==> config.mk <==
export PLATFORM = sky130hd
export DESIGN_NAME = tag_boot_top
export DESIGN_NICKNAME = d
export VERILOG_FILES = /design/src/common/tag_cfg_pkg.sv /design/src/common/boot_ctrl_pkg.sv /design/src/hw/tag_boot/tag_boot_fsm.sv /design/src/hw/tag_boot/tag_shifter.sv /design/src/hw/tag_boot/tag_client.sv /design/src/hw/tag_boot/boot_timer.sv /design/src/hw/tag_boot_top.sv
export VERILOG_INCLUDE_DIRS = /design/src /design/src/common
export SDC_FILE = /design/constraint.sdc
export NUM_CORES = 1
export LEC_CHECK = 0
export ABC_AREA = 0
export BUFFER_PORTS_ARGS = -buffer_cell sky130_fd_sc_hd__buf_2
export CAP_MARGIN = 20
export CORE_MARGIN = 4
export CORE_UTILIZATION = 45
export CTS_CLUSTER_DIAMETER = 40
export CTS_CLUSTER_SIZE = 20
export DETAILED_ROUTE_END_ITERATION = 8
export GPL_TIMING_DRIVEN = 0
export PLACE_DENSITY = 0.65
export SLEW_MARGIN = 20
export SYNTH_ARGS = -nofsm -noshare
export SYNTH_HDL_FRONTEND = slang
export SYNTH_SLANG_ARGS = --single-unit
==> constraint.sdc <==
create_clock -name clk_i -period 5.55 [get_ports clk_i]
set_clock_uncertainty 0.15 [all_clocks]
set_input_delay 0.555 -clock clk_i [delete_from_list [all_inputs] [get_ports clk_i]]
set_output_delay 0.555 -clock clk_i [all_outputs]
set_load 0.02 [all_outputs]
==> src/common/tag_boot_defines.svh <==
// ####################################################################
// tag_boot parameters
// widths, client count and core reset depth of the bring-up block
// ####################################################################

`ifndef TAG_BOOT_DEFINES_SVH
`define TAG_BOOT_DEFINES_SVH

// client index and config payload
`define TAG_ID_W        2
`define TAG_PAYLOAD_W   16
`define TAG_NUM_CLIENTS 4

// cycles of core reset after the done strobe
`define TAG_RESET_DEPTH 3

`define CYCLE_CNT_W     32

// start bit + id + payload
`define TAG_FRAME_BITS  (1 + `TAG_ID_W + `TAG_PAYLOAD_W)

`endif

==> src/common/tag_cfg_pkg.sv <==
// ####################################################################
// tag_cfg_pkg
// types of the serial tag line protocol
// ####################################################################

`include "tag_boot_defines.svh"

package tag_cfg_pkg;

  // index of one tag client
  typedef logic [`TAG_ID_W-1:0] tag_client_id_t;

  // config word held by a client
  typedef logic [`TAG_PAYLOAD_W-1:0] tag_payload_t;

  // one frame as the host hands it over
  // on the line: start bit, then id lsb first, then payload lsb first
  typedef struct packed {
    tag_client_id_t id;
    tag_payload_t   payload;
  } tag_frame_s;

endpackage

==> src/common/boot_ctrl_pkg.sv <==
// ####################################################################
// boot_ctrl_pkg
// bring-up state, global cycle count and status flags
// ####################################################################

`include "tag_boot_defines.svh"

package boot_ctrl_pkg;

  typedef enum logic [1:0] {
    IDLE,
    SHIFT,
    HOLD,
    RUN
  } boot_state_e;

  typedef logic [`CYCLE_CNT_W-1:0] cycle_count_t;

  typedef struct packed {
    logic busy;        // frame on the tag line
    logic tag_done;
    logic core_reset;
    logic err;         // sticky, a strobe was lost
  } boot_status_s;

endpackage

==> src/hw/tag_boot/tag_boot_fsm.sv <==
// ####################################################################
// tag_boot_fsm
// steps idle, shift, reset hold and run; takes host strobes and
// keeps the sticky drop flag
// ####################################################################

`include "tag_boot_defines.svh"

module tag_boot_fsm (
  input  logic                        clk_i,
  input  logic                        arst_n_i,
  input  logic                        frame_valid_i,
  input  tag_cfg_pkg::tag_frame_s     frame_i,
  input  logic                        prog_done_i,
  input  logic                        frame_end_i,
  input  logic                        hold_end_i,
  output logic                        shift_start_o,
  output tag_cfg_pkg::tag_frame_s     shift_frame_o,
  output logic                        hold_start_o,
  output logic                        run_o,
  output boot_ctrl_pkg::boot_status_s status_o
);
  import boot_ctrl_pkg::*;

  boot_state_e state_q, state_d;
  logic        tag_done_q;
  logic        run_q;
  logic        err_q;
  logic        take_frame; // frames go out in idle and in run
  logic        drop;

  assign take_frame    = (state_q == IDLE) || (state_q == RUN);
  assign shift_start_o = frame_valid_i && take_frame;
  assign shift_frame_o = frame_i;
  assign hold_start_o  = prog_done_i && !frame_valid_i && (state_q == IDLE);

  // lost strobes, a done that loses to a frame counts too
  assign drop = ((frame_valid_i || prog_done_i) && ((state_q == SHIFT) || (state_q == HOLD)))
              || (frame_valid_i && prog_done_i && (state_q == IDLE));

  always_comb begin
    state_d = state_q;
    case (state_q)
      IDLE: begin
        if (shift_start_o) state_d = SHIFT;
        else if (hold_start_o) state_d = HOLD;
      end
      SHIFT: begin
        if (frame_end_i) state_d = run_q ? RUN : IDLE; // back where we came from
      end
      HOLD: begin
        if (hold_end_i) state_d = RUN;
      end
      RUN: begin
        if (shift_start_o) state_d = SHIFT;
      end
      default: state_d = IDLE;
    endcase
  end

  always_ff @(posedge clk_i or negedge arst_n_i) begin
    if (!arst_n_i) begin
      state_q    <= IDLE;
      tag_done_q <= 1'b0;
      run_q      <= 1'b0;
      err_q      <= 1'b0;
    end else begin
      state_q <= state_d;
      if (hold_start_o) tag_done_q <= 1'b1;
      if ((state_q == HOLD) && hold_end_i) run_q <= 1'b1; // never drops again
      if (drop) err_q <= 1'b1;
    end
  end

  assign run_o = run_q;

  assign status_o.busy       = (state_q == SHIFT);
  assign status_o.tag_done   = tag_done_q;
  assign status_o.core_reset = ~run_q;
  assign status_o.err        = err_q;

endmodule

==> src/hw/tag_boot/tag_shifter.sv <==
// ####################################################################
// tag_shifter
// sends one frame on the tag line, one bit per cycle
// ####################################################################

`include "tag_boot_defines.svh"

module tag_shifter (
  input  logic                    clk_i,
  input  logic                    arst_n_i,
  input  logic                    start_i,
  input  tag_cfg_pkg::tag_frame_s frame_i,
  output logic                    tag_line_o
);

  logic [`TAG_FRAME_BITS-1:0] sreg_q;
  logic [`TAG_FRAME_BITS-1:0] frame_bits;

  // bit 0 leaves first
  assign frame_bits = {frame_i.payload, frame_i.id, 1'b1};

  // zeros fill in from the top, so the line
  // falls back to idle after the last payload bit
  always_ff @(posedge clk_i or negedge arst_n_i) begin
    if (!arst_n_i) begin
      sreg_q <= '0;
    end else if (start_i) begin
      sreg_q <= frame_bits;
    end else begin
      sreg_q <= {1'b0, sreg_q[`TAG_FRAME_BITS-1:1]};
    end
  end

  assign tag_line_o = sreg_q[0];

endmodule

==> src/hw/tag_boot/tag_client.sv <==
// ####################################################################
// tag_client
// receives frames off the tag line, keeps payloads sent to its index
// ####################################################################

`include "tag_boot_defines.svh"

module tag_client #(
  parameter tag_cfg_pkg::tag_client_id_t client_id_p = '0
) (
  input  logic                      clk_i,
  input  logic                      arst_n_i,
  input  logic                      tag_line_i,
  output tag_cfg_pkg::tag_payload_t payload_o
);
  import tag_cfg_pkg::*;

  localparam int body_w_lp = `TAG_ID_W + `TAG_PAYLOAD_W; // bits after the start bit
  localparam int cnt_w_lp  = $clog2(body_w_lp);

  logic [body_w_lp-1:0] sreg_q;
  logic [cnt_w_lp-1:0]  cnt_q;
  logic                 active_q;
  logic                 full_q;   // whole frame in, latch next cycle
  tag_client_id_t       rx_id;
  tag_payload_t         rx_payload;
  tag_payload_t         payload_q;

  // first bit in ends up at bit 0
  assign rx_id      = sreg_q[`TAG_ID_W-1:0];
  assign rx_payload = sreg_q[body_w_lp-1:`TAG_ID_W];

  always_ff @(posedge clk_i) begin
    if (active_q) sreg_q <= {tag_line_i, sreg_q[body_w_lp-1:1]};
  end

  always_ff @(posedge clk_i or negedge arst_n_i) begin
    if (!arst_n_i) begin
      active_q  <= 1'b0;
      cnt_q     <= '0;
      full_q    <= 1'b0;
      payload_q <= '0;
    end else begin
      full_q <= 1'b0;
      if (!active_q && tag_line_i) begin // start bit
        active_q <= 1'b1;
        cnt_q    <= '0;
      end else if (active_q) begin
        cnt_q <= cnt_q + 1'b1;
        if (cnt_q == cnt_w_lp'(body_w_lp - 1)) begin
          active_q <= 1'b0;
          full_q   <= 1'b1;
        end
      end
      if (full_q && (rx_id == client_id_p)) payload_q <= rx_payload;
    end
  end

  assign payload_o = payload_q;

endmodule

==> src/hw/tag_boot/boot_timer.sv <==
// ####################################################################
// boot_timer
// frame bit count, core reset hold count and the global cycle counter
// ####################################################################

`include "tag_boot_defines.svh"

module boot_timer (
  input  logic                        clk_i,
  input  logic                        arst_n_i,
  input  logic                        bit_cnt_clr_i,
  input  logic                        hold_start_i,
  input  logic                        run_i,
  output logic                        frame_end_o,
  output logic                        hold_end_o,
  output boot_ctrl_pkg::cycle_count_t global_ctr_o
);
  import boot_ctrl_pkg::*;

  localparam int bit_cnt_w_lp  = $clog2(`TAG_FRAME_BITS + 1);
  localparam int hold_cnt_w_lp = $clog2(`TAG_RESET_DEPTH + 1);

  logic [bit_cnt_w_lp-1:0]  bit_cnt_q;
  logic                     bit_act_q;
  logic [hold_cnt_w_lp-1:0] hold_cnt_q;
  logic                     hold_act_q;
  cycle_count_t             ctr_q;

  assign frame_end_o = bit_act_q && (bit_cnt_q == bit_cnt_w_lp'(`TAG_FRAME_BITS));
  assign hold_end_o  = hold_act_q && (hold_cnt_q == hold_cnt_w_lp'(`TAG_RESET_DEPTH));

  always_ff @(posedge clk_i or negedge arst_n_i) begin
    if (!arst_n_i) begin
      bit_cnt_q  <= '0;
      bit_act_q  <= 1'b0;
      hold_cnt_q <= '0;
      hold_act_q <= 1'b0;
      ctr_q      <= '0;
    end else begin
      if (bit_cnt_clr_i) begin
        bit_cnt_q <= bit_cnt_w_lp'(1); // start bit goes out this edge
        bit_act_q <= 1'b1;
      end else if (frame_end_o) begin
        bit_act_q <= 1'b0;
      end else if (bit_act_q) begin
        bit_cnt_q <= bit_cnt_q + 1'b1;
      end

      if (hold_start_i) begin
        hold_cnt_q <= hold_cnt_w_lp'(1); // first hold cycle starts this edge
        hold_act_q <= 1'b1;
      end else if (hold_end_o) begin
        hold_act_q <= 1'b0;
      end else if (hold_act_q) begin
        hold_cnt_q <= hold_cnt_q + 1'b1;
      end

      if (run_i) ctr_q <= ctr_q + 1'b1;
    end
  end

  assign global_ctr_o = ctr_q;

endmodule

==> src/hw/tag_boot_top.sv <==
// ####################################################################
// tag_boot_top
// host tag programming, core reset release and global cycle count
// ####################################################################

`include "tag_boot_defines.svh"

module tag_boot_top (
  input  logic                                             clk_i,
  input  logic                                             arst_n_i,
  input  logic                                             frame_valid_i,
  input  tag_cfg_pkg::tag_frame_s                          frame_i,
  input  logic                                             prog_done_i,
  output boot_ctrl_pkg::boot_status_s                      status_o,
  output tag_cfg_pkg::tag_payload_t [`TAG_NUM_CLIENTS-1:0] cfg_o,
  output boot_ctrl_pkg::cycle_count_t                      global_ctr_o
);
  import tag_cfg_pkg::*;

  tag_frame_s shift_frame;
  logic       shift_start;
  logic       hold_start;
  logic       run;
  logic       frame_end;
  logic       hold_end;
  logic       tag_line;

  tag_boot_fsm fsm (
    .clk_i(clk_i)
    ,.arst_n_i(arst_n_i)
    ,.frame_valid_i(frame_valid_i)
    ,.frame_i(frame_i)
    ,.prog_done_i(prog_done_i)
    ,.frame_end_i(frame_end)
    ,.hold_end_i(hold_end)
    ,.shift_start_o(shift_start)
    ,.shift_frame_o(shift_frame)
    ,.hold_start_o(hold_start)
    ,.run_o(run)
    ,.status_o(status_o)
  );

  // the bit counter restarts with every frame sent
  boot_timer timer (
    .clk_i(clk_i)
    ,.arst_n_i(arst_n_i)
    ,.bit_cnt_clr_i(shift_start)
    ,.hold_start_i(hold_start)
    ,.run_i(run)
    ,.frame_end_o(frame_end)
    ,.hold_end_o(hold_end)
    ,.global_ctr_o(global_ctr_o)
  );

  tag_shifter shifter (
    .clk_i(clk_i)
    ,.arst_n_i(arst_n_i)
    ,.start_i(shift_start)
    ,.frame_i(shift_frame)
    ,.tag_line_o(tag_line)
  );

  for (genvar i = 0; i < `TAG_NUM_CLIENTS; i++) begin : g_client
    tag_client #(
      .client_id_p(tag_client_id_t'(i))
    ) client (
      .clk_i(clk_i)
      ,.arst_n_i(arst_n_i)
      ,.tag_line_i(tag_line)
      ,.payload_o(cfg_o[i])
    );
  end

endmodule

; Word-level counts from Yosys, hierarchy flattened
; Index checks and enable logic that the tools add are counted.
[word_totals]
input_bits = 22
out_inout_bits = 100
regBits = 229
[classes]
n_eq_ne = 18
n_bitwise = 1
n_reduce_logical = 39
n_addsub = 7
n_mux = 50
[op_table]
columns = op, count
row1 = $mux W5, 11
row2 = $add A32 B1 Y32 const B, 1
row3 = $mux W1, 28
row4 = $add A5 B1 Y5 const B, 5
row5 = $eq A5 B5 Y1 const B, 5
row6 = $mux W19, 1
row7 = $mux W2, 9
row8 = $logic_and A1 B1 Y1, 17
row9 = $reduce_bool A2 Y1, 8
row10 = $eq A2 B2 Y1 const B, 5
row11 = $ne A2 B1 Y1 const B, 4
row12 = $pmux W2 S4, 1
row13 = $logic_not A1 Y1, 5
row14 = $eq A2 B1 Y1 const B, 2
row15 = $logic_not A2 Y1, 2
row16 = $logic_or A1 B1 Y1, 4
row17 = $reduce_and A2 Y1, 2
row18 = $reduce_and A4 Y1, 1
row19 = $ne A3 B1 Y1 const B, 1
row20 = $add A2 B1 Y2 const B, 1
row21 = $ne A2 B2 Y1 const B, 1
row22 = $not A1 Y1, 1

; Longest topological paths before layout
; Gate-level depths: netlist of run 1.
[depth]
ltp_word = 6
mapped_depth = 6

; Hierarchy
; Synthesis of run 1 repeated with hierarchy kept, for this count alone.
[hier_totals]
cells_unflattened = 574
area_unflattened_um2 = 9011.1
[modules_own_cells]
columns = module, area_per_inst_um2, instances, cells_per_inst
row1 = tag_client (g_client[1].client ...), 1495.2, 2, 82
row2 = boot_timer, 1831.8, 1, 153
row3 = tag_client (g_client[3].client), 1510.2, 1, 82
row4 = tag_client (g_client[0].client), 1477.7, 1, 82
row5 = tag_shifter, 742.0, 1, 40
row6 = tag_boot_fsm, 459.2, 1, 53

; Worst setup path before layout of run 1
; OpenSTA, ideal clock, no wires.
[synth_path]
path_type = flip-flop to flip-flop
start = reg timer.ctr_q[0], in the netlist timer.global_ctr_o[0]
end = reg timer.ctr_q[30], in the netlist timer.global_ctr_o[30]
setup_time_ns = 0.080
required_ns = 5.320
synth_period_minus_slack_ns = 2.161
setup_slack_ns = 3.389
stages_incl_launch_ff = 7
arrival_ns = 1.931
n_path_buf = 1
cell_sequence = dfrtp_1 > ha_1 > inv_1 > or4_1 > buf_6 > nor4_2 > xnor2_1
[synth_via]
elab_chain_len = 1
[synth_lines]
columns = item, line
row1 = "start, declared", boot_timer.sv:27  ; cycle_count_t ctr_q;
row2 = "start signal, assigned", boot_timer.sv:58  ; if (run_i) ctr_q <= ctr_q + 1'b1;
row3 = $add A32 B1 Y32, boot_timer.sv:58
; Every way passes these cells.
; A chain may end at the register's enable or synchronous reset.

; Final worst setup path of run 1
; Ends and elaborated chain as after synthesis.

==> flow_summary.json, run 1 <==
{
  "post-route-period-util_pct": 40.3,
  "postLayoutCoreUtil_pct": 57.1,
  "synth_edf_count": 72,
  "io_pins": 122,
  "pwr-share-clk_pct": 31.9,
  "grt_remaining_overflow": 0,
  "syn_nets": 647,
  "ys.flop_type": "dfrtp_1",
  "critical_path.top_delay_family": "simple AND/OR/NAND/NOR gates",
  "drt_pass1_iterations": 6,
  "report.final.slew_viol_count": 0,
  "wl_per_cell_um": 15.2,
  "max_stage_delay_ns": 0.53,
  "core_area_mm2": 0.0190,
  "layout-drive-gt1-share_pct": 33.0,
  "max_slew.worst_pin.slew_ns": 0.785,
  "fp.dieH_um": 148,
  "grt_util_all_layers_pct": 15.0,
  "clock_sinks": 229,
  "rsz0062_at_grt": "no",
  "period_minus_slack_ns": 2.23,
  "async_flop_share_pct": 68.6,
  "clock_path_buffers": 3,
  "avgViaCountPerCell": 4.98,
  "cts_buffers": 30,
  "worstSetupPathType": "reg -> reg",
  "globalplace.congestion": 0.800,
  "finalPower_mw": 6.22,
  "htreeDepth": 1,
  "critPathLaunchType": "flop",
  "setup_violations": 0,
  "p_leak_nw": 5.23,
  "synth_warnings": 0,
  "insertion_delay_ns": 0.53,
  "critPathBufInv": 2,
  "synth_cell_type_count": 42,
  "n_antenna_cell": 0,
  "required_ns": 5.86,
  "ys_seq_elements": 229,
  "initialDrtViolationCount": 224,
  "crit_chain": "ha_1 > inv_1 > or4_1 > buf_6 > nor4_2 > xnor2_1",
  "relSlewSlack_pct": 47.7,
  "end_kind": "flop",
  "vias": 5226,
  "port_buffers": 121,
  "slowest_stage": "or4_1",
  "cts_tree": "done",
  "cts_resized": 0,
  "cp_max_fo": 10,
  "syn_to_final_growth_pct": 23.4,
  "synthCells": 609,
  "start_util_pct": 46.3,
  "fmax_mhz": 447,
  "drt_wl_total_mm": 16.0,
  "comb_power_share_pct": 20.8,
  "cap_violations": 0,
  "dieArea_mm2": 0.0218,
  "grt_start_max_net_pins": 96,
  "place.detailed.hpwl_mm": 10.5,
  "die_x_um": 148,
  "p_sw_mw": 1.95,
  "status": "completed",
  "root_buffer": "clkbuf_16",
  "hold_violations": 0,
  "power.share.switching_pct": 31.4,
  "grt_pass1_wl_mm": 27.6,
  "power_density_mw_per_mm2": 575,
  "clkTransAtPathRegs_ns": 0.06,
  "nets": 803,
  "drc": 0,
  "worst_ir_drop_vdd_v": 0.000315,
  "arrival_ns": 2.54,
  "fill_cells": 1559,
  "seq_power_share_pct": 47.3,
  "antenna_found_initial": 0,
  "finalSetupTns_ns": 0,
  "min_path_type": "in -> reg",
  "yosysSeqAreaShare_pct": 69.5,
  "synth_area_per_cell_um2": 14.4,
  "p_int_mw": 4.27,
  "rows": 50,
  "syn_area_mm2": 0.00877,
  "ant_nets": 0,
  "grt_pass1_vias": 5492
}
[power groups by stage]
stage	sequential [mW]	clock [mW]	combinational [mW]
after CTS	2.96	2.04	1.32
after detailed placement	2.97	0	1.31
after global routing	3.04	2.12	1.45
after floorplan	3.06	0	0.697
final	2.95	1.98	1.29
after global placement	2.93	0	1.24
[synth_stat cells, drive strengths merged (11+ instances only)]
master  count  area, um^2
mux2       70         788
edfxtp     72        2160
xor2       17         149
dfrtp     157        3930
a21oi      11        55.1
nor2       22        82.6
ha         16         200
nand3      21         105
clkbuf     13        48.8
inv        16        60.1
xnor2      20         175
nand4      19         146
nand2      81         304
[flip-flops by register name, summed over array words and instances (netlist names), 2 cells and up]
signal                     flops
g_client.client.sreg_q        72
g_client.client.payload_o     64
timer.global_ctr_o            32
g_client.client.cnt_q         20
shifter.sreg_q                19
timer.bit_cnt_q                5
g_client.client.active_q       4
g_client.client.full_q         4
fsm.state_q                    2
timer.hold_cnt_q               2
[what timing repair did]
item	CTS	global route
hold endpoints to repair	62	0
hold buffers	1	0
setup buffers	0	0
[cell families (layout without fill, tap and decap cells)]
kind of cell	count (synthesis)	count (layout)	synth area share, %
AND/OR/NAND/NOR	185	185	11.0
multiplexers	76	76	9.68
adder cells (fa/ha/maj)	16	16	2.28
buffers and inverters	34	214	1.68
XOR/XNOR	37	37	3.70
AO/OA/AOI/OAI	32	32	2.20
flip-flops	229	229	69.5
[through the flow]
step / instance area (um^2) / worst slack, ns / cells / hold slack, ns
final: 10800 / 3.32 / 1049 / 0.0577
after global routing: 10800 / 3.19 / 1049 / 0.0447
after CTS: 10800 / 3.29 / 1048 / 0.0303
after detailed placement: 9740 / 3.30 / 991 / 0.277
after global placement: 9700 / 1.48 / 990 / 0.272
after floorplan: 8770 / 3.39 / 609 / 0.109
[path summary, 6_finish.rpt]
kind	cells after the start	to	startpoint	slack [ns]
max in group asynchronous	3	shifter.sreg_q[0]	arst_n_i	4.03
worst max register to register	6	timer.global_ctr_o[30]	timer.global_ctr_o[0]	3.32
min in group asynchronous	2	g_client[3].client.payload_o[9]	arst_n_i	0.37
worst max-delay path	6	timer.global_ctr_o[30]	timer.global_ctr_o[0]	3.32
worst min-delay path	3	shifter.sreg_q[15]	frame_i[12]	0.06
worst min register to register	1	shifter.sreg_q[0]	shifter.sreg_q[1]	0.29
[layer usage]
metal	GRT usage (%)	wire length (um)
met3	3.74	885
met1	20.1	6970
met2	24.6	7800
met5	0	0
met4	4.43	337
[placed cells by master, fill, tap and decap left out, types with 5 or more instances in the layout]
| cell type | instances |
|---|---|
| inv_6 | 9 |
| nor3_1 | 8 |
| clkbuf_1 | 14 |
| inv_1 | 16 |
| mux2i_1 | 6 |
| nor2_1 | 22 |
| edfxtp_1 | 72 |
| xor2_1 | 17 |
| a21oi_1 | 11 |
| clkbuf_16 | 32 |
| nor2b_1 | 5 |
| nand2b_1 | 9 |
| xnor2_1 | 20 |
| dfrtp_1 | 157 |
| o21ai_0 | 9 |
| nand3_1 | 21 |
| buf_2 | 121 |
| ha_1 | 16 |
| nand2_1 | 81 |
| nand4_1 | 16 |
| mux2_2 | 69 |
[cell type report]
cell class | count | area (um^2) | share of cell area, %
inverter | 16 | 60.1 | 0.555
clock inverter | 22 | 250 | 2.31
clock buffer | 34 | 818 | 7.56
tap | 260 | 325 | 3.01
multi-input combinational | 346 | 2530 | 23.4
timing repair buffer | 124 | 658 | 6.08
buffer | 18 | 87.6 | 0.810
sequential | 229 | 6090 | 56.3
[worst reg2reg max path, delay by kind of cell (launching register included)]
| family | cells | cell delay, ns |
|---|---|---|
| and+or+nand+nor | 2 | 0.84 |
| DFF | 1 | 0.49 |
| adders and majority gates | 1 | 0.31 |
| buffers and inverters | 2 | 0.23 |
| xor gates and xnor gates | 1 | 0.15 |
No activity file was read; power rests on OpenSTA's default activity.
==> run 2, diff against run 1 <==
clock period = 2.2 ns   (was 5.55 ns; I/O delays follow)
==> flow_summary.json, run 2 (synthesis gave the netlist of run 1 again) <==
{
  "clkTransAtPathRegs_ns": 0.06,
  "n_antenna_cell": 0,
  "post_dp_cell_area_mm2": 0.00974,
  "required_ns": 2.46,
  "initialDrtViolationCount": 259,
  "finalInstanceArea_mm2": 0.0111,
  "fp.dieH_um": 148,
  "ant_nets": 0,
  "period_minus_slack_ns": 2.12,
  "post-route-period-util_pct": 96.4,
  "grt_remaining_overflow": 0,
  "setup_violations": 0,
  "fill_cells": 1530,
  "rows": 50,
  "hold_violations": 0,
  "crit_chain": "inv_1 > ha_1 > a21o_1 > a221o_1 > dlygate4sd3_1",
  "start_util_pct": 46.3,
  "max_slew.worst_pin.slew_ns": 0.785,
  "core_area_mm2": 0.0190,
  "grt_start_max_net_pins": 96,
  "drt_pass1_iterations": 4,
  "power_density_mw_per_mm2": 1420,
  "place.detailed.hpwl_mm": 10.5,
  "grt_pass1_vias": 5667,
  "grt_util_all_layers_pct": 15.4,
  "root_buffer": "clkbuf_16",
  "p_leak_nw": 5.32,
  "comb_power_share_pct": 21.0,
  "cap_violations": 0,
  "grt_pass1_wl_mm": 28.3,
  "worst_ir_drop_vdd_v": 0.000788,
  "port_buffers": 121,
  "end_kind": "flop",
  "drt_wl_total_mm": 16.4,
  "min_path_type": "in -> async",
  "max_stage_delay_ns": 0.57,
  "wl_per_cell_um": 15.3,
  "cp_max_fo": 4,
  "critPathLaunchType": "flop",
  "clock_path_buffers": 3,
  "worstSetupPathType": "reg -> reg",
  "arrival_ns": 2.38,
  "fmax_mhz": 472,
  "nets": 827,
  "pwr-share-clk_pct": 31.8,
  "die_x_um": 148,
  "final_cell_mix": "dfrtp_1 (155), buf_2 (121), nand2_1 (81), edfxtp_1 (72), mux2_2 (69)",
  "dieArea_mm2": 0.0218,
  "rsz0062_at_grt": "no",
  "p_sw_mw": 4.95,
  "cts_tree": "done",
  "power.share.switching_pct": 31.4,
  "slowest_stage": "dlygate4sd3_1",
  "regMostFlops": "g_client.client.sreg_q",
  "report.final.slew_viol_count": 0,
  "finalPower_mw": 15.8,
  "largest_register_ffs": 72,
  "seq_power_share_pct": 47.2,
  "p_int_mw": 10.8,
  "status": "completed",
  "clock_sinks": 229,
  "io_pins": 122,
  "insertion_delay_ns": 0.53,
  "postLayoutCoreUtil_pct": 58.4,
  "finalSetupTns_ns": 0,
  "antenna_found_initial": 0,
  "htreeDepth": 1,
  "cts_buffers": 30,
  "syn_to_final_growth_pct": 26.3,
  "drc": 0,
  "avgViaCountPerCell": 4.97,
  "final_common_cell": "dfrtp_1",
  "vias": 5338,
  "relSlewSlack_pct": 47.6,
  "layout-drive-gt1-share_pct": 32.7,
  "globalplace.congestion": 0.800
}
## run 2: power by group through the flow
stage          combinational (mW)  clock [mW]  sequential [mW]
6_report                     3.31        5.01             7.44
5_1_grt                      3.71        5.34             7.68
4_1_cts                      3.36        5.14             7.47
3_5_place_dp                 3.30           0             7.50
3_3_place_gp                 3.14           0             7.39
2_1_floorplan                1.76           0             7.73
## run 2: layout make-up
| cell class | count | area (um^2) | share of cell area, % |
|---|---|---|---|
| Timing Repair Buffer | 148 | 896 | 8.09 |
| Sequential cell | 229 | 6090 | 55.0 |
| Buffer | 18 | 87.6 | 0.791 |
| Inverter | 16 | 60.1 | 0.542 |
| Clock buffer | 34 | 818 | 7.39 |
| Multi-Input combinational cell | 346 | 2550 | 23.0 |
| Clock inverter | 22 | 250 | 2.26 |
| Tap cell | 260 | 325 | 2.94 |
## run 2: per-layer routing
layer	vias up	GRT usage (%)	share of wire (%)
met2	130	25.7	49
met1	2667	19.9	43
met5	-	0	0
met3	32	3.80	5.4
li1	2509	-	-
met4	0	4.75	2.2
## run 2: per-stage QoR
step                cells  hold slack, ns  setup slack, ns
global route         1073          0.0732          0.00322
finish               1073          0.0358           0.0797
CTS                  1070          0.0569          0.00847
detailed placement    991          0.0390          -0.0526
global placement      990           0.264            -1.53
floorplan             609          -0.226           0.0390
## run 2: worst paths after layout
check	start	to	slack, ns	depth (start not counted)
min reg2reg	shifter.sreg_q[1]	shifter.sreg_q[0]	0.29	1
max in group asynchronous	arst_n_i	shifter.sreg_q[0]	1.01	3
max reg2reg	fsm.state_q[0]	fsm.err_q	0.08	5
min	arst_n_i	g_client[3].client.payload_o[9]	0.04	2
max	fsm.state_q[0]	fsm.err_q	0.08	5
min in group clk_i	frame_i[12]	shifter.sreg_q[15]	0.27	4
## run 2: critical path: cells and delay by family (launching register included)
kind	cells	cell delay, ns
DFF	1	0.40
AOI/OAI and AO/OA	2	0.44
adders and majority gates	1	0.34
buffers and inverters	2	0.67
## run 2: timing repair
| item | in CTS | in global routing |
|---|---|---|
| hold buffers | 23 | 0 |
| resized for setup | 3 | 2 |
| buffers inserted | 0 | 3 |
| endpoints found under the hold margin | 172 | 0 |
| pin swaps | 0 | 1 |
| endpoints found under the setup margin | 15 | 11 |
